### config.mk
export PLATFORM = sky130hd
export DESIGN_NAME = decode_top
export DESIGN_NICKNAME = d
export VERILOG_FILES = /design/src/decode_pkg.sv /design/src/decode_top.sv /design/src/imm_gen.sv /design/src/instr_class_decode.sv /design/src/pc_tracker.sv /design/src/uop_decode.sv
export SDC_FILE = /design/constraint.sdc
export NUM_CORES = 1
export LEC_CHECK = 0
export BUFFER_PORTS_ARGS = -buffer_cell sky130_fd_sc_hd__buf_4
export CAP_MARGIN = 15
export CORE_AREA = 3 3 145 147
export CTS_BUF_LIST = sky130_fd_sc_hd__clkbuf_4
export CTS_CLUSTER_SIZE = 28
export DETAILED_ROUTE_END_ITERATION = 12
export DIE_AREA = 0 0 148 150
export PLACE_DENSITY = 0.57
export SKIP_LAST_GASP = 1
export SYNTH_ARGS = -nofsm -noshare
export SYNTH_HDL_FRONTEND = slang
export SYNTH_SLANG_ARGS = --single-unit
### constraint.sdc
create_clock -name g_clk -period 2.44 [get_ports g_clk]
set_clock_uncertainty 0.15 [all_clocks]
set_input_delay 0.366 -clock g_clk [delete_from_list [all_inputs] [get_ports g_clk]]
set_output_delay 0.366 -clock g_clk [all_outputs]
set_load 0.03 [all_outputs]
### src/decode_pkg.sv
// ------------------------------
// Decode stage shared types
// Data widths, opcode classes, ALU and control-flow operation codes
// and trap causes used across the RV32I decode stage
// ------------------------------
package decode_pkg;

    typedef logic [31:0] word_t;       // Instruction, data, immediate
    typedef logic [4:0]  reg_addr_t;   // GPR index
    typedef logic [6:0]  trap_cause_t;
    typedef logic [1:0]  ferr_t;       // One bit per 16-bit half

    // Major opcodes of the RV32I base set
    typedef enum logic [6:0] {
        op_load   = 7'b0000011,
        op_store  = 7'b0100011,
        op_branch = 7'b1100011,
        op_imm    = 7'b0010011,
        op_reg    = 7'b0110011,
        op_lui    = 7'b0110111,
        op_auipc  = 7'b0010111,
        op_jal    = 7'b1101111,
        op_jalr   = 7'b1100111,
        op_system = 7'b1110011
    } opcode_t;

    typedef enum logic [3:0] {
        alu_none,
        alu_add,
        alu_sub,
        alu_and,
        alu_or,
        alu_xor,
        alu_sll,
        alu_srl,
        alu_sra,
        alu_slt,
        alu_sltu
    } alu_op_t;

    typedef enum logic [3:0] {
        cfu_none,
        cfu_beq,
        cfu_bne,
        cfu_blt,
        cfu_bge,
        cfu_bltu,
        cfu_bgeu,
        cfu_jal,
        cfu_jalr,
        cfu_ecall,
        cfu_ebreak
    } cfu_op_t;

    // ------------------------------
    // Trap causes

    localparam trap_cause_t trap_iaccess = 7'd1;  // Fetch bus error
    localparam trap_cause_t trap_iopcode = 7'd2;  // Illegal instruction

endpackage

### src/decode_top.sv
// ------------------------------
// Decode stage top level
// PC tracking, instruction classification, immediate generation
// and micro-op decode for one RV32I instruction at a time
// ------------------------------
`timescale 1ns/1ps

module decode_top #(
    parameter decode_pkg::word_t pc_reset_addr = 32'h1000_0000,
    parameter int unsigned       mem_addr_w    = 32
) (
    input  logic                    g_clk,
    input  logic                    g_resetn,

    input  logic                    s1_valid_i,
    input  decode_pkg::word_t       s1_instr_i,
    input  decode_pkg::ferr_t       s1_ferr_i,
    output logic                    s1_eat_o,

    input  logic                    cf_valid_i,
    input  logic                    cf_ack_i,
    input  decode_pkg::word_t       cf_target_i,

    output decode_pkg::reg_addr_t   s1_rs1_addr_o,
    input  decode_pkg::word_t       s1_rs1_data_i,   // Forwarded
    output decode_pkg::reg_addr_t   s1_rs2_addr_o,
    input  decode_pkg::word_t       s1_rs2_data_i,   // Forwarded

    input  logic                    s2_ready_i,
    output logic                    s2_valid_o,
    output decode_pkg::reg_addr_t   s2_rd_o,
    output decode_pkg::word_t       s2_pc_o,
    output decode_pkg::word_t       s2_npc_o,
    output decode_pkg::word_t       s2_imm_o,
    output decode_pkg::word_t       s2_alu_lhs_o,
    output decode_pkg::word_t       s2_alu_rhs_o,
    output decode_pkg::word_t       s2_rs2_data_o,
    output logic [4:0]              s2_alu_shamt_o,
    output decode_pkg::alu_op_t     s2_alu_op_o,
    output decode_pkg::cfu_op_t     s2_cfu_op_o,

    output logic                    s2_lsu_load_o,
    output logic                    s2_lsu_store_o,
    output logic                    s2_lsu_byte_o,
    output logic                    s2_lsu_half_o,
    output logic                    s2_lsu_word_o,
    output logic                    s2_lsu_sext_o,

    output logic                    s2_wb_alu_o,
    output logic                    s2_wb_lsu_o,
    output logic                    s2_wb_npc_o,

    output logic                    s2_trap_o,
    output decode_pkg::trap_cause_t s2_trap_cause_o
);

    decode_pkg::opcode_t opcode;
    logic [2:0]          funct3;
    logic                funct7_bit;
    logic [4:0]          shamt;

    assign s2_rs2_data_o = s1_rs2_data_i;  // Store data for the LSU

    pc_tracker #(
        .pc_reset_addr (pc_reset_addr),
        .mem_addr_w    (mem_addr_w)
    ) i_pc_tracker (
        .g_clk       (g_clk),
        .g_resetn    (g_resetn),
        .s1_valid_i  (s1_valid_i),
        .s2_ready_i  (s2_ready_i),
        .cf_valid_i  (cf_valid_i),
        .cf_ack_i    (cf_ack_i),
        .cf_target_i (cf_target_i),
        .s1_eat_o    (s1_eat_o),
        .s2_valid_o  (s2_valid_o),
        .pc_o        (s2_pc_o),
        .npc_o       (s2_npc_o)
    );

    instr_class_decode i_instr_class_decode (
        .s1_instr_i   (s1_instr_i),
        .s1_ferr_i    (s1_ferr_i),
        .opcode_o     (opcode),
        .funct3_o     (funct3),
        .funct7_bit_o (funct7_bit),
        .rs1_addr_o   (s1_rs1_addr_o),
        .rs2_addr_o   (s1_rs2_addr_o),
        .rd_o         (s2_rd_o),
        .trap_o       (s2_trap_o),
        .trap_cause_o (s2_trap_cause_o)
    );

    imm_gen i_imm_gen (
        .s1_instr_i (s1_instr_i),
        .opcode_i   (opcode),
        .imm_o      (s2_imm_o),
        .shamt_o    (shamt)
    );

    uop_decode i_uop_decode (
        .opcode_i     (opcode),
        .funct3_i     (funct3),
        .funct7_bit_i (funct7_bit),
        .imm_i        (s2_imm_o),
        .shamt_i      (shamt),
        .pc_i         (s2_pc_o),
        .rs1_data_i   (s1_rs1_data_i),
        .rs2_data_i   (s1_rs2_data_i),
        .trap_i       (s2_trap_o),
        .alu_op_o     (s2_alu_op_o),
        .cfu_op_o     (s2_cfu_op_o),
        .alu_lhs_o    (s2_alu_lhs_o),
        .alu_rhs_o    (s2_alu_rhs_o),
        .alu_shamt_o  (s2_alu_shamt_o),
        .lsu_load_o   (s2_lsu_load_o),
        .lsu_store_o  (s2_lsu_store_o),
        .lsu_byte_o   (s2_lsu_byte_o),
        .lsu_half_o   (s2_lsu_half_o),
        .lsu_word_o   (s2_lsu_word_o),
        .lsu_sext_o   (s2_lsu_sext_o),
        .wb_alu_o     (s2_wb_alu_o),
        .wb_lsu_o     (s2_wb_lsu_o),
        .wb_npc_o     (s2_wb_npc_o)
    );

endmodule

### src/imm_gen.sv
// ------------------------------
// Immediate generator
// Builds the sign-extended I, S, B, U and J immediates
// ------------------------------
`timescale 1ns/1ps

module imm_gen (
    input  decode_pkg::word_t   s1_instr_i,
    input  decode_pkg::opcode_t opcode_i,
    output decode_pkg::word_t   imm_o,
    output logic [4:0]          shamt_o
);

    decode_pkg::word_t imm_i;
    decode_pkg::word_t imm_s;
    decode_pkg::word_t imm_b;
    decode_pkg::word_t imm_u;
    decode_pkg::word_t imm_j;
    logic              sign;

    assign sign = s1_instr_i[31];

    assign imm_i = {{20{sign}}, s1_instr_i[31:20]};
    assign imm_s = {{20{sign}}, s1_instr_i[31:25], s1_instr_i[11:7]};
    assign imm_b = {{19{sign}}, sign, s1_instr_i[7], s1_instr_i[30:25],
                    s1_instr_i[11:8], 1'b0};
    assign imm_u = {s1_instr_i[31:12], 12'b0};
    assign imm_j = {{11{sign}}, sign, s1_instr_i[19:12], s1_instr_i[20],
                    s1_instr_i[30:21], 1'b0};

    assign shamt_o = s1_instr_i[24:20];  // Immediate shift amount

    always_comb begin
        case (opcode_i)
            decode_pkg::op_load,
            decode_pkg::op_imm,
            decode_pkg::op_jalr:   imm_o = imm_i;
            decode_pkg::op_store:  imm_o = imm_s;
            decode_pkg::op_branch: imm_o = imm_b;
            decode_pkg::op_lui,
            decode_pkg::op_auipc:  imm_o = imm_u;
            decode_pkg::op_jal:    imm_o = imm_j;
            default:               imm_o = 32'd0;
        endcase
    end

endmodule

### src/instr_class_decode.sv
// ------------------------------
// Instruction class decoder
// Maps the major opcode to a class, pulls out register fields
// and raises fetch-error and illegal-instruction traps
// ------------------------------
`timescale 1ns/1ps

module instr_class_decode (
    input  decode_pkg::word_t       s1_instr_i,
    input  decode_pkg::ferr_t       s1_ferr_i,
    output decode_pkg::opcode_t     opcode_o,
    output logic [2:0]              funct3_o,
    output logic                    funct7_bit_o,   // Bit 30 selects sub or sra
    output decode_pkg::reg_addr_t   rs1_addr_o,
    output decode_pkg::reg_addr_t   rs2_addr_o,
    output decode_pkg::reg_addr_t   rd_o,
    output logic                    trap_o,
    output decode_pkg::trap_cause_t trap_cause_o
);

    logic [6:0] funct7;
    logic       illegal;
    logic       iaccess;
    logic       zero_rd;

    assign opcode_o     = decode_pkg::opcode_t'(s1_instr_i[6:0]);
    assign funct3_o     = s1_instr_i[14:12];
    assign funct7       = s1_instr_i[31:25];
    assign funct7_bit_o = s1_instr_i[30];

    assign rs1_addr_o = s1_instr_i[19:15];
    assign rs2_addr_o = s1_instr_i[24:20];

    // Stores and branches have no destination
    assign zero_rd = (opcode_o == decode_pkg::op_store) ||
                     (opcode_o == decode_pkg::op_branch);
    assign rd_o    = zero_rd ? 5'd0 : s1_instr_i[11:7];

    // ------------------------------
    // Illegal encodings

    always_comb begin
        illegal = 1'b0;
        case (opcode_o)
            decode_pkg::op_load:   illegal = (funct3_o == 3'd3) || (funct3_o > 3'd5);
            decode_pkg::op_store:  illegal = (funct3_o > 3'd2);
            decode_pkg::op_branch: illegal = (funct3_o[2:1] == 2'b01);  // f3 of 2 and 3
            decode_pkg::op_jalr:   illegal = (funct3_o != 3'd0);
            decode_pkg::op_imm: begin
                if (funct3_o == 3'd1) begin
                    illegal = (funct7 != 7'b0000000);
                end else if (funct3_o == 3'd5) begin
                    illegal = (funct7 != 7'b0000000) && (funct7 != 7'b0100000);
                end
            end
            decode_pkg::op_reg: begin
                // Alternate encoding only exists for sub and sra
                illegal = !((funct7 == 7'b0000000) ||
                            ((funct7 == 7'b0100000) &&
                             ((funct3_o == 3'd0) || (funct3_o == 3'd5))));
            end
            decode_pkg::op_system: begin
                illegal = (s1_instr_i != 32'h0000_0073) &&   // ecall
                          (s1_instr_i != 32'h0010_0073);     // ebreak
            end
            decode_pkg::op_lui,
            decode_pkg::op_auipc,
            decode_pkg::op_jal:    illegal = 1'b0;
            default:               illegal = 1'b1;
        endcase
    end

    // ------------------------------
    // Traps

    assign iaccess = |s1_ferr_i;  // Either half faulted
    assign trap_o  = iaccess || illegal;

    assign trap_cause_o = iaccess ? decode_pkg::trap_iaccess :
                          illegal ? decode_pkg::trap_iopcode :
                                    7'd0;

endmodule

### src/pc_tracker.sv
// ------------------------------
// Program counter tracker
// Holds the decode PC, steps it by 4 on consume and
// takes control-flow redirects with priority
// ------------------------------
`timescale 1ns/1ps

module pc_tracker #(
    parameter decode_pkg::word_t pc_reset_addr = 32'h1000_0000,
    parameter int unsigned       mem_addr_w    = 32
) (
    input  logic              g_clk,
    input  logic              g_resetn,
    input  logic              s1_valid_i,
    input  logic              s2_ready_i,
    input  logic              cf_valid_i,
    input  logic              cf_ack_i,
    input  decode_pkg::word_t cf_target_i,
    output logic              s1_eat_o,
    output logic              s2_valid_o,
    output decode_pkg::word_t pc_o,
    output decode_pkg::word_t npc_o
);

    // Only as many bits as the physical memory address needs
    logic [mem_addr_w-1:0] pc_q;
    logic                  cf_change;

    assign cf_change  = cf_valid_i && cf_ack_i;

    assign s1_eat_o   = s1_valid_i && s2_ready_i;  // Instruction consumed
    assign s2_valid_o = s1_valid_i;

    assign pc_o  = decode_pkg::word_t'(pc_q);  // Upper bits read as zero
    assign npc_o = pc_o + 32'd4;

    always_ff @(posedge g_clk) begin
        if (!g_resetn) begin
            pc_q <= pc_reset_addr[mem_addr_w-1:0];
        end else if (cf_change) begin
            pc_q <= cf_target_i[mem_addr_w-1:0];  // Redirect wins
        end else if (s1_eat_o) begin
            pc_q <= npc_o[mem_addr_w-1:0];
        end
    end

    // ------------------------------
    // Handshake check

    // Fetch keeps an instruction offered until it is consumed or flushed
    a_valid_held: assert property (
        @(posedge g_clk) disable iff (!g_resetn)
        (s1_valid_i && !s1_eat_o && !cf_change) |=> s1_valid_i
    ) else $error("Fetch dropped s1_valid before the instruction was consumed");

endmodule

### src/uop_decode.sv
// ------------------------------
// Micro-op decoder
// ALU, control-flow, load/store and writeback control plus
// ALU operand selection
// ------------------------------
`timescale 1ns/1ps

module uop_decode (
    input  decode_pkg::opcode_t opcode_i,
    input  logic [2:0]          funct3_i,
    input  logic                funct7_bit_i,
    input  decode_pkg::word_t   imm_i,
    input  logic [4:0]          shamt_i,
    input  decode_pkg::word_t   pc_i,
    input  decode_pkg::word_t   rs1_data_i,
    input  decode_pkg::word_t   rs2_data_i,
    input  logic                trap_i,
    output decode_pkg::alu_op_t alu_op_o,
    output decode_pkg::cfu_op_t cfu_op_o,
    output decode_pkg::word_t   alu_lhs_o,
    output decode_pkg::word_t   alu_rhs_o,
    output logic [4:0]          alu_shamt_o,
    output logic                lsu_load_o,
    output logic                lsu_store_o,
    output logic                lsu_byte_o,
    output logic                lsu_half_o,
    output logic                lsu_word_o,
    output logic                lsu_sext_o,
    output logic                wb_alu_o,
    output logic                wb_lsu_o,
    output logic                wb_npc_o
);

    logic is_load;
    logic is_store;
    logic is_imm;
    logic is_reg;
    logic is_lui;
    logic is_auipc;
    logic mem_op;

    assign is_load  = (opcode_i == decode_pkg::op_load);
    assign is_store = (opcode_i == decode_pkg::op_store);
    assign is_imm   = (opcode_i == decode_pkg::op_imm);
    assign is_reg   = (opcode_i == decode_pkg::op_reg);
    assign is_lui   = (opcode_i == decode_pkg::op_lui);
    assign is_auipc = (opcode_i == decode_pkg::op_auipc);

    // ------------------------------
    // ALU operands

    assign alu_lhs_o = is_auipc ? pc_i  :
                       is_lui   ? 32'd0 :
                                  rs1_data_i;

    assign alu_rhs_o = (is_imm || is_lui || is_auipc || is_load || is_store) ?
                       imm_i : rs2_data_i;

    assign alu_shamt_o = is_imm ? shamt_i : rs2_data_i[4:0];

    always_comb begin
        alu_op_o = decode_pkg::alu_none;
        if (is_imm || is_reg) begin
            case (funct3_i)
                3'd0: begin
                    if (is_reg && funct7_bit_i) begin
                        alu_op_o = decode_pkg::alu_sub;
                    end else begin
                        alu_op_o = decode_pkg::alu_add;
                    end
                end
                3'd1: alu_op_o = decode_pkg::alu_sll;
                3'd2: alu_op_o = decode_pkg::alu_slt;
                3'd3: alu_op_o = decode_pkg::alu_sltu;
                3'd4: alu_op_o = decode_pkg::alu_xor;
                3'd5: begin
                    if (funct7_bit_i) begin
                        alu_op_o = decode_pkg::alu_sra;
                    end else begin
                        alu_op_o = decode_pkg::alu_srl;
                    end
                end
                3'd6: alu_op_o = decode_pkg::alu_or;
                default: alu_op_o = decode_pkg::alu_and;
            endcase
        end else if (opcode_i == decode_pkg::op_branch) begin
            alu_op_o = decode_pkg::alu_sub;  // Compare by subtraction
        end else if (is_load || is_store || is_lui || is_auipc) begin
            alu_op_o = decode_pkg::alu_add;  // Address or upper-imm sum
        end
    end

    // ------------------------------
    // Control flow

    always_comb begin
        cfu_op_o = decode_pkg::cfu_none;
        case (opcode_i)
            decode_pkg::op_branch: begin
                case (funct3_i)
                    3'd0:    cfu_op_o = decode_pkg::cfu_beq;
                    3'd1:    cfu_op_o = decode_pkg::cfu_bne;
                    3'd4:    cfu_op_o = decode_pkg::cfu_blt;
                    3'd5:    cfu_op_o = decode_pkg::cfu_bge;
                    3'd6:    cfu_op_o = decode_pkg::cfu_bltu;
                    3'd7:    cfu_op_o = decode_pkg::cfu_bgeu;
                    default: cfu_op_o = decode_pkg::cfu_none;
                endcase
            end
            decode_pkg::op_jal:  cfu_op_o = decode_pkg::cfu_jal;
            decode_pkg::op_jalr: cfu_op_o = decode_pkg::cfu_jalr;
            decode_pkg::op_system: begin
                // I-type imm bit 0 splits ebreak from ecall
                if (shamt_i[0]) begin
                    cfu_op_o = decode_pkg::cfu_ebreak;
                end else begin
                    cfu_op_o = decode_pkg::cfu_ecall;
                end
            end
            default: cfu_op_o = decode_pkg::cfu_none;
        endcase
    end

    // ------------------------------
    // Load/store and writeback

    assign mem_op = (is_load || is_store) && !trap_i;

    assign lsu_load_o  = is_load && !trap_i;
    assign lsu_store_o = is_store && !trap_i;
    assign lsu_byte_o  = mem_op && (funct3_i[1:0] == 2'd0);
    assign lsu_half_o  = mem_op && (funct3_i[1:0] == 2'd1);
    assign lsu_word_o  = mem_op && (funct3_i[1:0] == 2'd2);
    assign lsu_sext_o  = lsu_load_o && !funct3_i[2];   // lbu/lhu zero extend

    assign wb_alu_o = (is_imm || is_reg || is_lui || is_auipc) && !trap_i;
    assign wb_lsu_o = lsu_load_o;
    assign wb_npc_o = ((opcode_i == decode_pkg::op_jal) ||
                       (opcode_i == decode_pkg::op_jalr)) && !trap_i;

    // Width encoding 3 must already have trapped as illegal
    a_mem_has_width: assert final (!mem_op || lsu_byte_o || lsu_half_o || lsu_word_o)
        else $error("Memory access decoded with no width");

endmodule
; Yosys cells after proc, flatten, opt, wreduce, memory -nomap -nowiden
; Index checks and enable logic that the tools add are counted.
[op_classes]
addsub = 1
n_lt_le_gt_ge = 2
n_eq_ne = 24
muxes = 22
n_reduce_logical = 44
[op_table]
columns = cell, n
row1 = $mux 32, 5
row2 = $pmux 32 s5, 1
row3 = $add 32x3->32 const B, 1
row4 = $ne 32x21->1 const B, 1
row5 = $ne 32x7->1 const B, 1
row6 = $eq 7x6->1 const B, 4
row7 = $eq 7x7->1 const B, 4
row8 = $pmux 4 s7, 1
row9 = $pmux 3 s6, 1
row10 = $logic_or 1x1->1, 16
row11 = $pmux 4 s4, 1
row12 = $logic_and 1x1->1, 15
row13 = $eq 7x5->1 const B, 2
row14 = $eq 3x3->1 const B, 4
row15 = $mux 4, 3
row16 = $mux 5, 2
row17 = $pmux 1 s8, 1
row18 = $eq 7x2->1 const B, 1
row19 = $logic_not 7->1, 1
row20 = $mux 7, 1
row21 = $ne 7x6->1 const B, 1
row22 = $reduce_bool 7->1, 1
row23 = $eq 3x2->1 const B, 2
row24 = $mux 2, 3
row25 = other kinds (13), 20
[totals]
reg_bits = 32
in_bits = 136
out_inout_bits = 239
wordCells = 94

; Logic depth before layout (Yosys ltp)
[depth]
ltp_word = 10
depth_mapped = 8
ltp_nobuf = 6

; By module
; Synthesis repeated with hierarchy kept, for this count alone.
[hier_totals]
hier_cells = 663
area_unflattened_um2 = 5123.7
[modules_own_cells]
columns = module, instances, cells_per_inst, area_each_um2, seq_area_each_um2
row1 = pc_tracker, 1, 301, 2240.9, 640.6
row2 = uop_decode, 1, 176, 1571.5, 0.0
row3 = imm_gen, 1, 84, 584.3, 0.0
row4 = instr_class_decode, 1, 70, 486.7, 0.0
row5 = decode_top, 1, 32, 240.2, 0.0

; Least setup slack after synthesis
; Ideal clock, no wire load.
[synth_timing]
kind = register to output
start = register i_pc_tracker.pc_q[11] (netlist: i_pc_tracker.pc_o[11])
end = output s2_npc_o[28]
arrival_ns = 2.383
required_time_ns = 1.924
setup_slack_ns = -0.459
stages_incl_launch_ff = 7
path_buffers = 2
path_cell_list = dfxtp_1 buf_2 nand4_4 or4_4 buf_6 nor4_1 xor2_1
[synth_via]
elab_chain_cells = 1
[synth_lines]
columns = item, line
row1 = from (decl), pc_tracker.sv:26  ; logic [mem_addr_w-1:0] pc_q;
row2 = from (signal assigned), pc_tracker.sv:39  ; pc_q <= pc_reset_addr[mem_addr_w-1:0];
row3 = from (signal assigned), pc_tracker.sv:41  ; pc_q <= cf_target_i[mem_addr_w-1:0];
row4 = from (signal assigned), pc_tracker.sv:43  ; pc_q <= npc_o[mem_addr_w-1:0];
row5 = $add 32x3->32, pc_tracker.sv:35  ; assign npc_o = pc_o + 32'd4;
row6 = to (decl), decode_top.sv:33  ; output decode_pkg::word_t s2_npc_o,
; No other way between the ends.

; Worst setup path after layout
[layout_timing]
start = register i_pc_tracker.pc_q[14] (netlist: i_pc_tracker.pc_o[14])
end = output s2_npc_o[28]
; Same word-level chain as after synthesis.

==> summary.txt <==
Clock network
  • Htree depth: 2
  • Num CTS Buffers: 5
  • Clock Tree Root: clkbuf_4
  • CTS tree: yes
  • Clk_lat worst skew: 360 ps
  • Clk slew on worst S/H paths: 120 ps
  • Clock Sinks: 32
  • Clock Tree Buf Depth: 2

Worst setup path
  • Slowest CP cell: or4_4
  • Data arrival, critical path: 2130 ps
  • CP Cell Sequence: nand3_1 > or4_4 > buf_4 > nor4_4 > buf_4 > xor2_2 > buf_6
  • CP Buf/Inv Count: 3
  • Crit path kind: reg -> out
  • Worst Setup Start Kind: register
  • CP max stage delay: 500 ps
  • Launch point of the worst path: i_pc_tracker.pc_o[14]
  • Most frequent CP cell: buf_4
  • Kind of cell adding the most delay to the critical path: simple AND/OR/NAND/NOR gates
  • Register-to-Register Path Depth: 8
  • Critical Path Fanout Max: 5
  • Worst r2r dst: i_pc_tracker.pc_o[19]
  • CP Capture Type: output port
  • FF-to-FF Start: i_pc_tracker.pc_o[13]
  • CP Data Required Time: 1920 ps
  • R2r setup slk: 270 ps

Die
  • Height of the die: 150 um
  • Core Region: 20,040 um^2
  • I/O Pins: 375
  • Rows: 52
  • Starting density of the core: 22.07%
  • Die W: 148 um
  • DIE AREA: 22,200 um^2

Run status
  • Failing checks: setup timing
  • Status: complete, but fails checks

Power
  • Int Power: 1.328 mW
  • Flop pwr share: 24.5%
  • Psw: 1.116 mW
  • PwrDens: 277.4 nW/um^2
  • Lkg Pwr: 4.392 nW
  • Switching share of power: 45.67%
  • Combinational power share: 61.6%
  • Maximum vdd drop: 0.0002048 V
  • Clock group share of total power: 13.9%

STA
  • Final setup fails: 14
  • Slew margin rel.: 63.16%
  • RSZ-0062 raised after global routing: yes
  • Final Hold Vio Count: 0
  • Worst Tran Pin Value: 550.6 ps
  • Period utilization: 108.5%
  • Fin worst setup slack: -207.6 ps
  • Hold_ws: 90.75 ps
  • Max Slew Vio Count: 0
  • Tmin final: 2648 ps
  • Fmax: 377.7 MHz

Yosys
  • Cell taking the most area after synthesis: dfxtp_1
  • Top cells by count, synth: nand2_1 (130), nand3_1 (55), buf_4 (53), nor2_1 (49), clkbuf_1 (38)
  • Sequential fraction of the synthesis area: 14.49%
  • Async S/R FF share, synth: 0%
  • Mean post-synth cell area: 6.551 um^2
  • Count leader, synth: nand2_1
  • Cells after Synth: 675
  • Ys Warns: 0
  • Mapped Area: 4422 um^2
  • Top cells by area, synth: dfxtp_1 (14%), nand2_1 (11%), buf_4 (9.0%)
  • Distinct cell type count after synthesis: 62
  • Post-synth top area share: 14.49%
  • #FFs+latches synth: 32
  • Ys flop type: dfxtp_1
  • Number of synthesized flops with an enable pin: 0

Layout
  • Fin util: 43.96%
  • Ant diodes: 0
  • Max reg flops: 32
  • Final Instance Area: 8808 um^2
  • Share of post-route cells with drive strength above 1: 60.07%
  • Fill count: 2,066
  • Area Growth Syn to Fin: 99.21%
  • Final #Nets: 1,223

Run
  • Max-Cap Viols: 0

GRT
  • Gr usage total: 21.58%
  • Grt ovf: 0
  • Wire length of the first global-routing pass: 37,430 um
  • Vias in the first global route: 6,373
  • Initial antenna violation count: 0
  • Largest net degree at the start of global routing: 37

Routing
  • DR iter-0 viols: 259
  • Routed via count: 6,345
  • Routed WL: 25,980 um
  • Drt first pass iters: 4
  • Remaining DRCs: 0
  • Wire per inst: 19.15 um
  • Post-route ant nets: 0
  • Vias/cell: 4.676

Min path
  • WHS Path Cells: 3
  • Hold EP: i_pc_tracker.pc_o[0]
  • Worst Min Path Start: cf_target_i[0]
  • Hold Path Class: in -> reg

Place
  • I/O Buffers: 369
  • Gp weighted congestion: 0.9248
  • Post-DP HPWL: 21,470 um
  • DP Area: 8090 um^2
[placed cells by master, fill, tap and decap left out, types with 16 or more instances in the layout]
cell type	count
buf_6	28
nor2_1	38
xor2_1	20
nor3_1	16
a21oi_1	33
xnor2_1	23
o21ai_0	27
buf_4	472
dfxtp_1	16
nand3_1	50
mux2_2	24
nand2_1	122
[what timing repair did]
action	4_1_cts	5_1_grt
endpoints found under the hold margin	0	0
gates cloned	0	0
hold buffers	0	0
gates resized for setup	45	59
pin swaps	16	24
setup buffers	15	11
endpoints found under the setup margin	48	82
[routing by layer]
layer  vias up  share of wire, %  track usage, %
met4         0               3.5           7.945
li1       3098                 -               -
met2       288                53           41.04
met5         -                 0               0
met1      2907                36           23.01
met3        52               7.6           5.239
[power by group through the flow]
stage	sequential, mW	combinational, mW	clock [mW]
2_1_floorplan	0.682	0.736	0
3_3_place_gp	0.616	1.44	0
3_5_place_dp	0.617	1.44	0
4_1_cts	0.601	1.48	0.346
5_1_grt	0.604	1.59	0.362
6_report	0.599	1.51	0.339
[through the flow]
| step | std cells | setup TNS (ps) | worst slack, ps | power, mW |
|---|---|---|---|---|
| floorplan | 679 | -1662 | -167.0 | 1.418 |
| global placement | 1323 | -585.3 | -115.4 | 2.060 |
| detailed placement | 1323 | -823.8 | -119.7 | 2.060 |
| CTS | 1346 | -1790 | -272.4 | 2.424 |
| global route | 1357 | -2855 | -318.4 | 2.555 |
| finish | 1357 | -1343 | -207.6 | 2.444 |
[logic make-up after synthesis]
| family | count (synthesis) | synth area share (%) |
|---|---|---|
| fa+ha+maj | 1 | 0.2829 |
| simple gates | 328 | 35.85 |
| compound gates | 116 | 16.21 |
| flops | 32 | 14.49 |
| buf+inv | 115 | 15.34 |
| xor+xnor | 55 | 10.89 |
| mux | 27 | 6.848 |
| other cells | 1 | 0.08481 |
[worst min-delay path: stages]
cell	delay [ps]
buf_4	110
nand2_1	40
a21oi_1	50
[how the worst max path moves through the flow]
| stage | endpoint | slack, ps | depth (start not counted) |
|---|---|---|---|
| 2_1_floorplan | s2_lsu_byte_o | -170 | 6 |
| 3_3_place_gp | s2_trap_cause_o[1] | -120 | 8 |
| 3_5_place_dp | s2_trap_cause_o[1] | -120 | 8 |
| 4_1_cts | s2_npc_o[30] | -270 | 6 |
| 5_1_grt | s2_npc_o[28] | -320 | 7 |
| 6_report | s2_npc_o[28] | -210 | 7 |
[cell type report]
type                            instances  area, um^2  share of cell area [%]
Clock buffer                            7       52.55                  0.5966
Clock inverter                          1       5.005                 0.05682
Inverter                                9       33.78                  0.3835
Multi-Input combinational cell        532        3720                   42.23
Sequential cell                        32       680.7                   7.727
Tap cell                              270       337.8                   3.835
Timing Repair Buffer                  506        3979                   45.17
Power figures use the tool's default switching activity.
